[config.mk]
export PLATFORM = sky130hd
export DESIGN_NAME = fetch_frontend
export DESIGN_NICKNAME = d
export VERILOG_FILES = /design/src/fetch_pkg.sv /design/src/fetch_pc_gen.sv /design/src/fetch_mem_port.sv /design/src/instr_predecode.sv /design/src/fetch_queue.sv /design/src/fetch_frontend.sv
export SDC_FILE = /design/constraint.sdc
export NUM_CORES = 1
export LEC_CHECK = 0
export BUFFER_PORTS_ARGS = -buffer_cell sky130_fd_sc_hd__buf_2
export CAP_MARGIN = 20
export CORE_MARGIN = 8
export CORE_UTILIZATION = 44
export CTS_CLUSTER_SIZE = 16
export DETAILED_ROUTE_END_ITERATION = 10
export PLACE_DENSITY_LB_ADDON = 0.08
export SKIP_CTS_REPAIR_TIMING = 1
export SYNTH_ARGS = -nofsm -noshare
export SYNTH_HDL_FRONTEND = slang
export SYNTH_SLANG_ARGS = --single-unit
[constraint.sdc]
create_clock -name clk_i -period 6.4 [get_ports clk_i]
set_input_delay 0.64 -clock clk_i [delete_from_list [all_inputs] [get_ports clk_i]]
set_output_delay 0.64 -clock clk_i [all_outputs]
set_load 0.02 [all_outputs]
[src/fetch_pkg.sv]
// shared widths and encodings for the fetch frontend
// addresses and instruction words are fixed at 32 bit
// only uncompressed, word aligned instructions are fetched

package fetch_pkg;

  // ------------------------------------------------------------
  // widths
  // ------------------------------------------------------------

  // width of a fetch address
  localparam int unsigned AddrWidth = 32;

  // width of one instruction word
  localparam int unsigned InstrWidth = 32;

  // ------------------------------------------------------------
  // vector types
  // ------------------------------------------------------------

  // instruction address
  typedef logic [AddrWidth-1:0] addr_t;

  // raw instruction word as returned by memory
  typedef logic [InstrWidth-1:0] instr_t;

  // control-flow kind of a predecoded word
  typedef logic [1:0] cf_t;

  // ------------------------------------------------------------
  // control-flow kind codes
  // ------------------------------------------------------------

  // plain instruction, no change of flow
  localparam cf_t CF_NONE = 2'd0;

  // conditional branch, B-type immediate
  localparam cf_t CF_BRANCH = 2'd1;

  // jal, J-type immediate, always taken
  localparam cf_t CF_JUMP = 2'd2;

  // jalr, target depends on a register and is never predicted
  localparam cf_t CF_JUMPR = 2'd3;

  // byte step between two sequential instructions
  localparam addr_t InstrBytes = 32'd4;

endpackage

[src/fetch_pc_gen.sv]
// next-PC register of the fetch frontend
// boot_addr_i is sampled on the first cycle after reset release
// redirects are single-cycle pulses, exception > eret > mispredict

`timescale 1ns/1ps

module fetch_pc_gen (
  input  logic             clk_i,
  input  logic             rst_ni,
  input  fetch_pkg::addr_t boot_addr_i,
  input  logic             ex_valid_i,
  input  fetch_pkg::addr_t trap_vector_i,
  input  logic             eret_i,
  input  fetch_pkg::addr_t epc_i,
  input  logic             mispredict_i,
  input  fetch_pkg::addr_t mispredict_target_i,
  input  logic             fetch_done_i,
  input  logic             pred_taken_i,
  input  fetch_pkg::addr_t pred_target_i,
  output fetch_pkg::addr_t pc_o,
  output logic             redirect_o
);

  // set during reset, cleared after the first clock edge
  logic rst_load_q;

  fetch_pkg::addr_t pc_q;
  fetch_pkg::addr_t pc_d;
  fetch_pkg::addr_t cur_pc;

  // boot address is used until the register holds it
  assign cur_pc = rst_load_q ? boot_addr_i : pc_q;
  assign pc_o   = cur_pc;

  // any backend event flushes the frontend
  assign redirect_o = ex_valid_i | eret_i | mispredict_i;

  // ------------------------------------------------------------
  // next pc selection
  // ------------------------------------------------------------
  always_comb begin
    // hold by default, this also loads the boot address
    pc_d = cur_pc;
    if (ex_valid_i) begin
      pc_d = trap_vector_i;
    end else if (eret_i) begin
      pc_d = epc_i;
    end else if (mispredict_i) begin
      pc_d = mispredict_target_i;
    end else if (fetch_done_i) begin
      // the held pc is still the address of the returned word
      if (pred_taken_i) begin
        pc_d = pred_target_i;
      end else begin
        pc_d = cur_pc + fetch_pkg::InstrBytes;
      end
    end
  end

  always_ff @(posedge clk_i or negedge rst_ni) begin
    if (!rst_ni) begin
      rst_load_q <= 1'b1;
      pc_q       <= '0;
    end else begin
      rst_load_q <= 1'b0;
      pc_q       <= pc_d;
    end
  end

endmodule

[src/fetch_mem_port.sv]
// four-phase req/ack master toward instruction memory
// one request at a time, a new one starts only after ack is seen low
// a redirect during an open handshake drops its word but lets it finish

`timescale 1ns/1ps

module fetch_mem_port (
  input  logic              clk_i,
  input  logic              rst_ni,
  input  fetch_pkg::addr_t  pc_i,
  input  logic              redirect_i,
  input  logic              queue_full_i,
  input  logic              mem_ack_i,
  input  fetch_pkg::instr_t mem_rdata_i,
  output logic              mem_req_o,
  output fetch_pkg::addr_t  mem_addr_o,
  output logic              fetch_done_o,
  output fetch_pkg::addr_t  fetch_addr_o,
  output fetch_pkg::instr_t fetch_word_o
);

  typedef enum logic [1:0] {
    IDLE,
    WAIT_ACK,
    WAIT_RELEASE
  } state_e;

  state_e state_q, state_d;

  // marks the open handshake as stale
  logic kill_q, kill_d;
  logic done_q, done_d;

  fetch_pkg::addr_t  addr_q;
  fetch_pkg::instr_t word_q;

  // the request stays up until the ack has been sampled
  assign mem_req_o    = (state_q == WAIT_ACK);
  assign mem_addr_o   = addr_q;
  // address is held until the next request starts
  assign fetch_addr_o = addr_q;
  assign fetch_word_o = word_q;
  assign fetch_done_o = done_q;

  // ------------------------------------------------------------
  // handshake fsm
  // ------------------------------------------------------------
  always_comb begin
    state_d = state_q;
    kill_d  = kill_q;
    done_d  = 1'b0;
    unique case (state_q)
      IDLE: begin
        // no start while the pc is about to change or the queue has no room
        if (!queue_full_i && !redirect_i) begin
          state_d = WAIT_ACK;
          kill_d  = 1'b0;
        end
      end
      WAIT_ACK: begin
        if (redirect_i) begin
          kill_d = 1'b1;
        end
        if (mem_ack_i) begin
          // a redirect in the ack cycle kills the word as well
          done_d  = !kill_q && !redirect_i;
          state_d = WAIT_RELEASE;
        end
      end
      WAIT_RELEASE: begin
        // memory has to drop ack before the next phase one
        if (!mem_ack_i) begin
          state_d = IDLE;
          kill_d  = 1'b0;
        end
      end
      default: begin
        state_d = IDLE;
        kill_d  = 1'b0;
      end
    endcase
  end

  always_ff @(posedge clk_i or negedge rst_ni) begin
    if (!rst_ni) begin
      state_q <= IDLE;
      kill_q  <= 1'b0;
      done_q  <= 1'b0;
    end else begin
      state_q <= state_d;
      kill_q  <= kill_d;
      done_q  <= done_d;
    end
  end

  // address and word registers
  always_ff @(posedge clk_i) begin
    if (state_q == IDLE && state_d == WAIT_ACK) begin
      addr_q <= pc_i;
    end
    if (state_q == WAIT_ACK && mem_ack_i) begin
      word_q <= mem_rdata_i;
    end
  end

endmodule

[src/instr_predecode.sv]
// control-flow predecode and static prediction for one word
// only the 32-bit encodings of branch, jal and jalr are recognized
// jalr is reported but never predicted, its target reads as zero

`timescale 1ns/1ps

module instr_predecode (
  input  fetch_pkg::addr_t  pc_i,
  input  fetch_pkg::instr_t instr_i,
  output fetch_pkg::cf_t    cf_o,
  output logic              taken_o,
  output fetch_pkg::addr_t  target_o
);

  // major opcodes of the control-flow instructions
  localparam logic [6:0] OpBranch = 7'b1100011;
  localparam logic [6:0] OpJal    = 7'b1101111;
  localparam logic [6:0] OpJalr   = 7'b1100111;

  logic [6:0] opcode;

  fetch_pkg::addr_t b_imm;
  fetch_pkg::addr_t j_imm;

  assign opcode = instr_i[6:0];

  // ------------------------------------------------------------
  // immediates, sign-extended to the address width
  // ------------------------------------------------------------

  // B-type, bit 0 is implied zero
  assign b_imm = {{20{instr_i[31]}}, instr_i[7], instr_i[30:25], instr_i[11:8], 1'b0};

  // J-type, bit 0 is implied zero
  assign j_imm = {{12{instr_i[31]}}, instr_i[19:12], instr_i[20], instr_i[30:21], 1'b0};

  // ------------------------------------------------------------
  // classification and prediction
  // ------------------------------------------------------------
  always_comb begin
    cf_o     = fetch_pkg::CF_NONE;
    taken_o  = 1'b0;
    target_o = '0;
    unique case (opcode)
      OpBranch: begin
        cf_o     = fetch_pkg::CF_BRANCH;
        // backward branches are assumed to close a loop
        taken_o  = b_imm[fetch_pkg::AddrWidth-1];
        target_o = pc_i + b_imm;
      end
      OpJal: begin
        cf_o     = fetch_pkg::CF_JUMP;
        taken_o  = 1'b1;
        target_o = pc_i + j_imm;
      end
      OpJalr: begin
        // register target, fetch just goes on sequentially
        cf_o = fetch_pkg::CF_JUMPR;
      end
      default: begin
        cf_o = fetch_pkg::CF_NONE;
      end
    endcase
  end

endmodule

[src/fetch_queue.sv]
// circular FIFO of fetch entries toward decode
// an entry pushed into an empty queue is visible in the same cycle
// flush wins over push and pop, QueueDepth must be 2 or more

`timescale 1ns/1ps

module fetch_queue #(
  parameter int unsigned QueueDepth = 4
) (
  input  logic              clk_i,
  input  logic              rst_ni,
  input  logic              flush_i,
  input  logic              push_i,
  input  fetch_pkg::addr_t  pc_i,
  input  fetch_pkg::instr_t instr_i,
  input  fetch_pkg::cf_t    cf_i,
  input  logic              taken_i,
  input  fetch_pkg::addr_t  target_i,
  input  logic              ready_i,
  output logic              full_o,
  output logic              valid_o,
  output fetch_pkg::addr_t  pc_o,
  output fetch_pkg::instr_t instr_o,
  output fetch_pkg::cf_t    cf_o,
  output logic              taken_o,
  output fetch_pkg::addr_t  target_o
);

  localparam int unsigned PtrWidth = $clog2(QueueDepth);
  localparam int unsigned CntWidth = $clog2(QueueDepth + 1);

  logic [PtrWidth-1:0] rd_ptr_q, wr_ptr_q;
  logic [CntWidth-1:0] count_q;

  logic empty;
  logic pop_mem;
  logic write;

  // entry storage
  fetch_pkg::addr_t  pc_mem_q     [QueueDepth];
  fetch_pkg::instr_t instr_mem_q  [QueueDepth];
  fetch_pkg::cf_t    cf_mem_q     [QueueDepth];
  logic              taken_mem_q  [QueueDepth];
  fetch_pkg::addr_t  target_mem_q [QueueDepth];

  // pointer step with wrap for any depth
  function automatic logic [PtrWidth-1:0] ptr_inc(input logic [PtrWidth-1:0] ptr);
    if (ptr == PtrWidth'(QueueDepth - 1)) begin
      return '0;
    end
    return ptr + 1'b1;
  endfunction

  assign empty  = (count_q == '0);
  assign full_o = (count_q == CntWidth'(QueueDepth));

  // ------------------------------------------------------------
  // output side
  // ------------------------------------------------------------

  // empty queue passes the incoming entry straight through
  assign valid_o  = !flush_i && (!empty || push_i);
  assign pc_o     = empty ? pc_i     : pc_mem_q[rd_ptr_q];
  assign instr_o  = empty ? instr_i  : instr_mem_q[rd_ptr_q];
  assign cf_o     = empty ? cf_i     : cf_mem_q[rd_ptr_q];
  assign taken_o  = empty ? taken_i  : taken_mem_q[rd_ptr_q];
  assign target_o = empty ? target_i : target_mem_q[rd_ptr_q];

  // pop of a stored entry
  assign pop_mem = !flush_i && !empty && ready_i;

  // store unless the pass-through entry was taken right away
  assign write = !flush_i && push_i && !(empty && ready_i) && (!full_o || pop_mem);

  // ------------------------------------------------------------
  // pointers and count
  // ------------------------------------------------------------
  always_ff @(posedge clk_i or negedge rst_ni) begin
    if (!rst_ni) begin
      rd_ptr_q <= '0;
      wr_ptr_q <= '0;
      count_q  <= '0;
    end else if (flush_i) begin
      rd_ptr_q <= '0;
      wr_ptr_q <= '0;
      count_q  <= '0;
    end else begin
      if (write) begin
        wr_ptr_q <= ptr_inc(wr_ptr_q);
      end
      if (pop_mem) begin
        rd_ptr_q <= ptr_inc(rd_ptr_q);
      end
      // simultaneous write and pop leave the count unchanged
      if (write && !pop_mem) begin
        count_q <= count_q + 1'b1;
      end else if (!write && pop_mem) begin
        count_q <= count_q - 1'b1;
      end
    end
  end

  always_ff @(posedge clk_i) begin
    if (write) begin
      pc_mem_q[wr_ptr_q]     <= pc_i;
      instr_mem_q[wr_ptr_q]  <= instr_i;
      cf_mem_q[wr_ptr_q]     <= cf_i;
      taken_mem_q[wr_ptr_q]  <= taken_i;
      target_mem_q[wr_ptr_q] <= target_i;
    end
  end

endmodule

[src/fetch_frontend.sv]
// single-issue fetch frontend with static prediction
// memory side is a four-phase req/ack, one word in flight at most
// decode side transfers on valid and ready both high

`timescale 1ns/1ps

module fetch_frontend #(
  parameter int unsigned QueueDepth = 4
) (
  input  logic              clk_i,
  input  logic              rst_ni,
  input  fetch_pkg::addr_t  boot_addr_i,
  // backend redirects
  input  logic              ex_valid_i,
  input  fetch_pkg::addr_t  trap_vector_i,
  input  logic              eret_i,
  input  fetch_pkg::addr_t  epc_i,
  input  logic              mispredict_i,
  input  fetch_pkg::addr_t  mispredict_target_i,
  // instruction memory
  output logic              mem_req_o,
  output fetch_pkg::addr_t  mem_addr_o,
  input  logic              mem_ack_i,
  input  fetch_pkg::instr_t mem_rdata_i,
  // decode
  output logic              fetch_valid_o,
  input  logic              fetch_ready_i,
  output fetch_pkg::addr_t  fetch_pc_o,
  output fetch_pkg::instr_t fetch_instr_o,
  output fetch_pkg::cf_t    fetch_cf_o,
  output logic              fetch_taken_o,
  output fetch_pkg::addr_t  fetch_target_o
);

  fetch_pkg::addr_t  pc;
  logic              redirect;
  logic              queue_full;
  logic              fetch_done;
  fetch_pkg::addr_t  fetch_addr;
  fetch_pkg::instr_t fetch_word;
  fetch_pkg::cf_t    pred_cf;
  logic              pred_taken;
  fetch_pkg::addr_t  pred_target;

  fetch_pc_gen u_pc_gen (
    .clk_i               (clk_i),
    .rst_ni              (rst_ni),
    .boot_addr_i         (boot_addr_i),
    .ex_valid_i          (ex_valid_i),
    .trap_vector_i       (trap_vector_i),
    .eret_i              (eret_i),
    .epc_i               (epc_i),
    .mispredict_i        (mispredict_i),
    .mispredict_target_i (mispredict_target_i),
    .fetch_done_i        (fetch_done),
    .pred_taken_i        (pred_taken),
    .pred_target_i       (pred_target),
    .pc_o                (pc),
    .redirect_o          (redirect)
  );

  fetch_mem_port u_mem_port (
    .clk_i        (clk_i),
    .rst_ni       (rst_ni),
    .pc_i         (pc),
    .redirect_i   (redirect),
    .queue_full_i (queue_full),
    .mem_ack_i    (mem_ack_i),
    .mem_rdata_i  (mem_rdata_i),
    .mem_req_o    (mem_req_o),
    .mem_addr_o   (mem_addr_o),
    .fetch_done_o (fetch_done),
    .fetch_addr_o (fetch_addr),
    .fetch_word_o (fetch_word)
  );

  // prediction feeds both the queue entry and the next pc
  instr_predecode u_predecode (
    .pc_i     (fetch_addr),
    .instr_i  (fetch_word),
    .cf_o     (pred_cf),
    .taken_o  (pred_taken),
    .target_o (pred_target)
  );

  fetch_queue #(
    .QueueDepth (QueueDepth)
  ) u_queue (
    .clk_i    (clk_i),
    .rst_ni   (rst_ni),
    .flush_i  (redirect),
    .push_i   (fetch_done),
    .pc_i     (fetch_addr),
    .instr_i  (fetch_word),
    .cf_i     (pred_cf),
    .taken_i  (pred_taken),
    .target_i (pred_target),
    .ready_i  (fetch_ready_i),
    .full_o   (queue_full),
    .valid_o  (fetch_valid_o),
    .pc_o     (fetch_pc_o),
    .instr_o  (fetch_instr_o),
    .cf_o     (fetch_cf_o),
    .taken_o  (fetch_taken_o),
    .target_o (fetch_target_o)
  );

endmodule

==> metrics.txt <==
worst setup path start u_mem_port.fetch_word_o[4]$_DFFE_PP_; Tcrit/Tclk final 0.936; PortBufs 299; Mapped Area 0.0233 mm²; critical path type flop to primary output; Hold WC Path Type input port to async pin; largest net degree at the start of global routing 76; CP Launch Type flop; synth unique cells 80; Leak 10.3 nW; gr usage total 0.226; Avg Cell Area, Syn 13.9 µm²; Post-DP HPWL 47700 µm; mean routed wirelength per cell 26.0 µm; critical path peak fanout 10; Max Root-Sink Buffers 3; Inserted Diodes 0; power share of the clock group 0.416; via count 15500; global route total overflow 0; DR vias/cell 5.72; Worst-path clk slew 0.06 ns; Warnings, synthesis 0; Syn Nets 1885; DR iter-0 viols 1190; Die H 246 µm; Worst Tran Pin Value 1.04 ns; # fillers 4472; Final nets 2177; Data required, critical path 5.76 ns; layout cell share with drive strength beyond 1 0.283; synth top area cells edfxtp_1, mux4_2, nand2_1; Residual DRC 0; Int Power 0.00570 W; ys async rst share 0.0873; GP Congestion 0.899; sw frac 0.241; DRT Pass-1 Iters 5; Reg-to-Reg Start u_mem_port.fetch_word_o[4]$_DFFE_PP_; IR drop worst, VDD 0.000217 V; initial antenna violation count 0; CTS tree done; PwrDens 274 mW/mm²; Reg2Reg Setup Slack 1.48 ns; clock sinks 504; largest area contributor in the netlist edfxtp_1; Synth Register Bits 504; fin cells 2700; status completed; worst r2r dst u_pc_gen.pc_q[13]$_DFF_PN0_; part of the power in registers 0.489; row cnt 84; post-placement cell count 2601; area grow syn2layout 17.6%; number of max-cap violations 0; remaining antenna violation count 0; core box area 0.0524 mm²; Pins Over Slew Limit 0; minimum clock period 5.99 ns; Comb pwr share 0.094; Worst Reg-to-Reg Cells 16; Initial Util 0.445; Post-Route WL 70300 µm; P_sw 0.00181 W; number of H-tree levels 2; post-synthesis cell count 1677; Die Wd 246 µm; EDFF count, synth 460; Ports 300; RSZ-0062 raised after global routing no; Achievable Freq 167 MHz; root buffer cell clkbuf_16; Slew headroom 0.305; final setup fails 0; top_reg_cell synth edfxtp_1; first-pass GRT wire length 103000 µm; Setup Skew 0.0206 ns; sequential-to-total area share from yosys stat 0.639; CTS Buf Count 54; Synth top area share 0.592; crit path DAT 5.35 ns; DIE AREA 0.0606 mm²; setup total negative slack 0 ns; top-count cell post-synth edfxtp_1; vias in the first global route 15700; hold violation count in the final report 0; CP Capture Type primary output; clk_lat worst skew 0.61 ns; synth cell count leaders edfxtp_1, nand2_1, mux4_2
-- power groups by stage --
| stage | Clock, W | Sequential [W] | Combinational, W |
|---|---|---|---|
| finish | 0.00313 | 0.00368 | 0.000709 |
| global route | 0.00331 | 0.00368 | 0.000767 |
| CTS | 0.00319 | 0.00368 | 0.000713 |
| detailed placement | 0 | 0.00375 | 0.000709 |
| global placement | 0 | 0.00375 | 0.000707 |
| floorplan | 0 | 0.00373 | 0.000422 |
-- worst max-delay path by stage --
| stage | endpoint | slack, ns | depth (start not counted) |
|---|---|---|---|
| floorplan | fetch_target_o[31] | 1.32 | 17 |
| global placement | fetch_target_o[23] | 0.96 | 17 |
| detailed placement | fetch_target_o[30] | 0.75 | 15 |
| CTS | fetch_target_o[30] | 0.06 | 15 |
| global route | fetch_target_o[28] | 0.08 | 17 |
| finish | fetch_target_o[28] | 0.41 | 17 |
-- registers in the layout (all words and copies together) (netlist names), 2 cells and up --
| register | cells |
|---|---|
| u_pc_gen.pc_q | 32 |
| u_queue.wr_ptr_q | 2 |
| u_queue.cf_mem_q | 8 |
| u_queue.count_q | 3 |
| u_queue.target_mem_q | 128 |
| u_mem_port.fetch_addr_o | 32 |
| u_mem_port.fetch_word_o | 32 |
| u_queue.instr_mem_q | 128 |
| u_mem_port.state_q | 2 |
| u_queue.pc_mem_q | 128 |
| u_queue.rd_ptr_q | 2 |
| u_queue.taken_mem_q | 4 |
-- critical path, cell delays in order (launching register included) --
cell,delay [ns]
edfxtp_1,0.45
nor2b_1,0.19
nand4_1,0.45
nor2_4,0.38
buf_4,0.21
nor2b_1,0.12
a21o_1,0.19
ha_1,0.45
nand3_1,0.15
nor2_1,0.16
a21oi_1,0.10
a31oi_1,0.34
o21ai_0,0.31
o211ai_1,0.29
xor2_1,0.27
and2_1,0.31
mux2_2,0.20
buf_2,0.16
-- logic make-up after synthesis --
group | share of synthesized area
muxes | 0.116
adders and majority gates | 0.0226
and+or+nand+nor | 0.100
xor gates and xnor gates | 0.0143
buffers and inverters | 0.0219
AOI/OAI and AO/OA | 0.0858
DFF | 0.639
other | 0.000161
-- area by class of cell --
| class | count | area [µm²] | area share |
|---|---|---|---|
| clock inverters | 23 | 263 | 0.00958 |
| clock buffers | 76 | 1510 | 0.0549 |
| multi-input cells | 1044 | 7950 | 0.290 |
| inverters | 36 | 135 | 0.00493 |
| flip-flops and latches | 504 | 14900 | 0.544 |
| repair buffers | 329 | 1780 | 0.0651 |
| well taps | 688 | 861 | 0.0314 |
-- metrics by stage --
| step | utilization | hold slack, ns | instance area [µm²] | power (W) | worst slack, ns |
|---|---|---|---|---|---|
| after global routing | 0.523 | 0.185 | 27400 | 0.00776 | 0.0819 |
| after CTS | 0.523 | 0.149 | 27400 | 0.00758 | 0.0595 |
| final | 0.523 | 0.154 | 27400 | 0.00752 | 0.409 |
| after floorplan | - | 0.344 | 23300 | 0.00415 | 1.32 |
| after detailed placement | 0.489 | 0.546 | 25600 | 0.00446 | 0.752 |
| after global placement | 0.489 | 0.515 | 25600 | 0.00445 | 0.959 |
-- per-layer routing --
layer | share of wire | GRT usage | vias to the layer above
met4 | 0.025 | 0.0689 | 0
met2 | 0.49 | 0.377 | 568
met3 | 0.062 | 0.0315 | 86
met1 | 0.42 | 0.306 | 7836
met5 | 0 | 0 | -
li1 | - | - | 6966
-- layout by cell type, fill, tap and decap left out, drive strengths merged, types with 11 or more instances in the layout --
cell type    n
a21o        29
a21oi       61
a221oi      14
a31oi       12
and2        13
buf        329
clkbuf      76
clkinv      13
dfrtp       43
edfxtp     460
ha          39
inv         40
mux2        31
mux2i       12
mux4        99
nand2      315
nand3       26
nand4       13
nor2        88
nor2b       13
nor3        11
o21ai       70
o22ai       26
o31ai       30
xnor2       21
xor2        17
(Power assumes the default switching activity.)
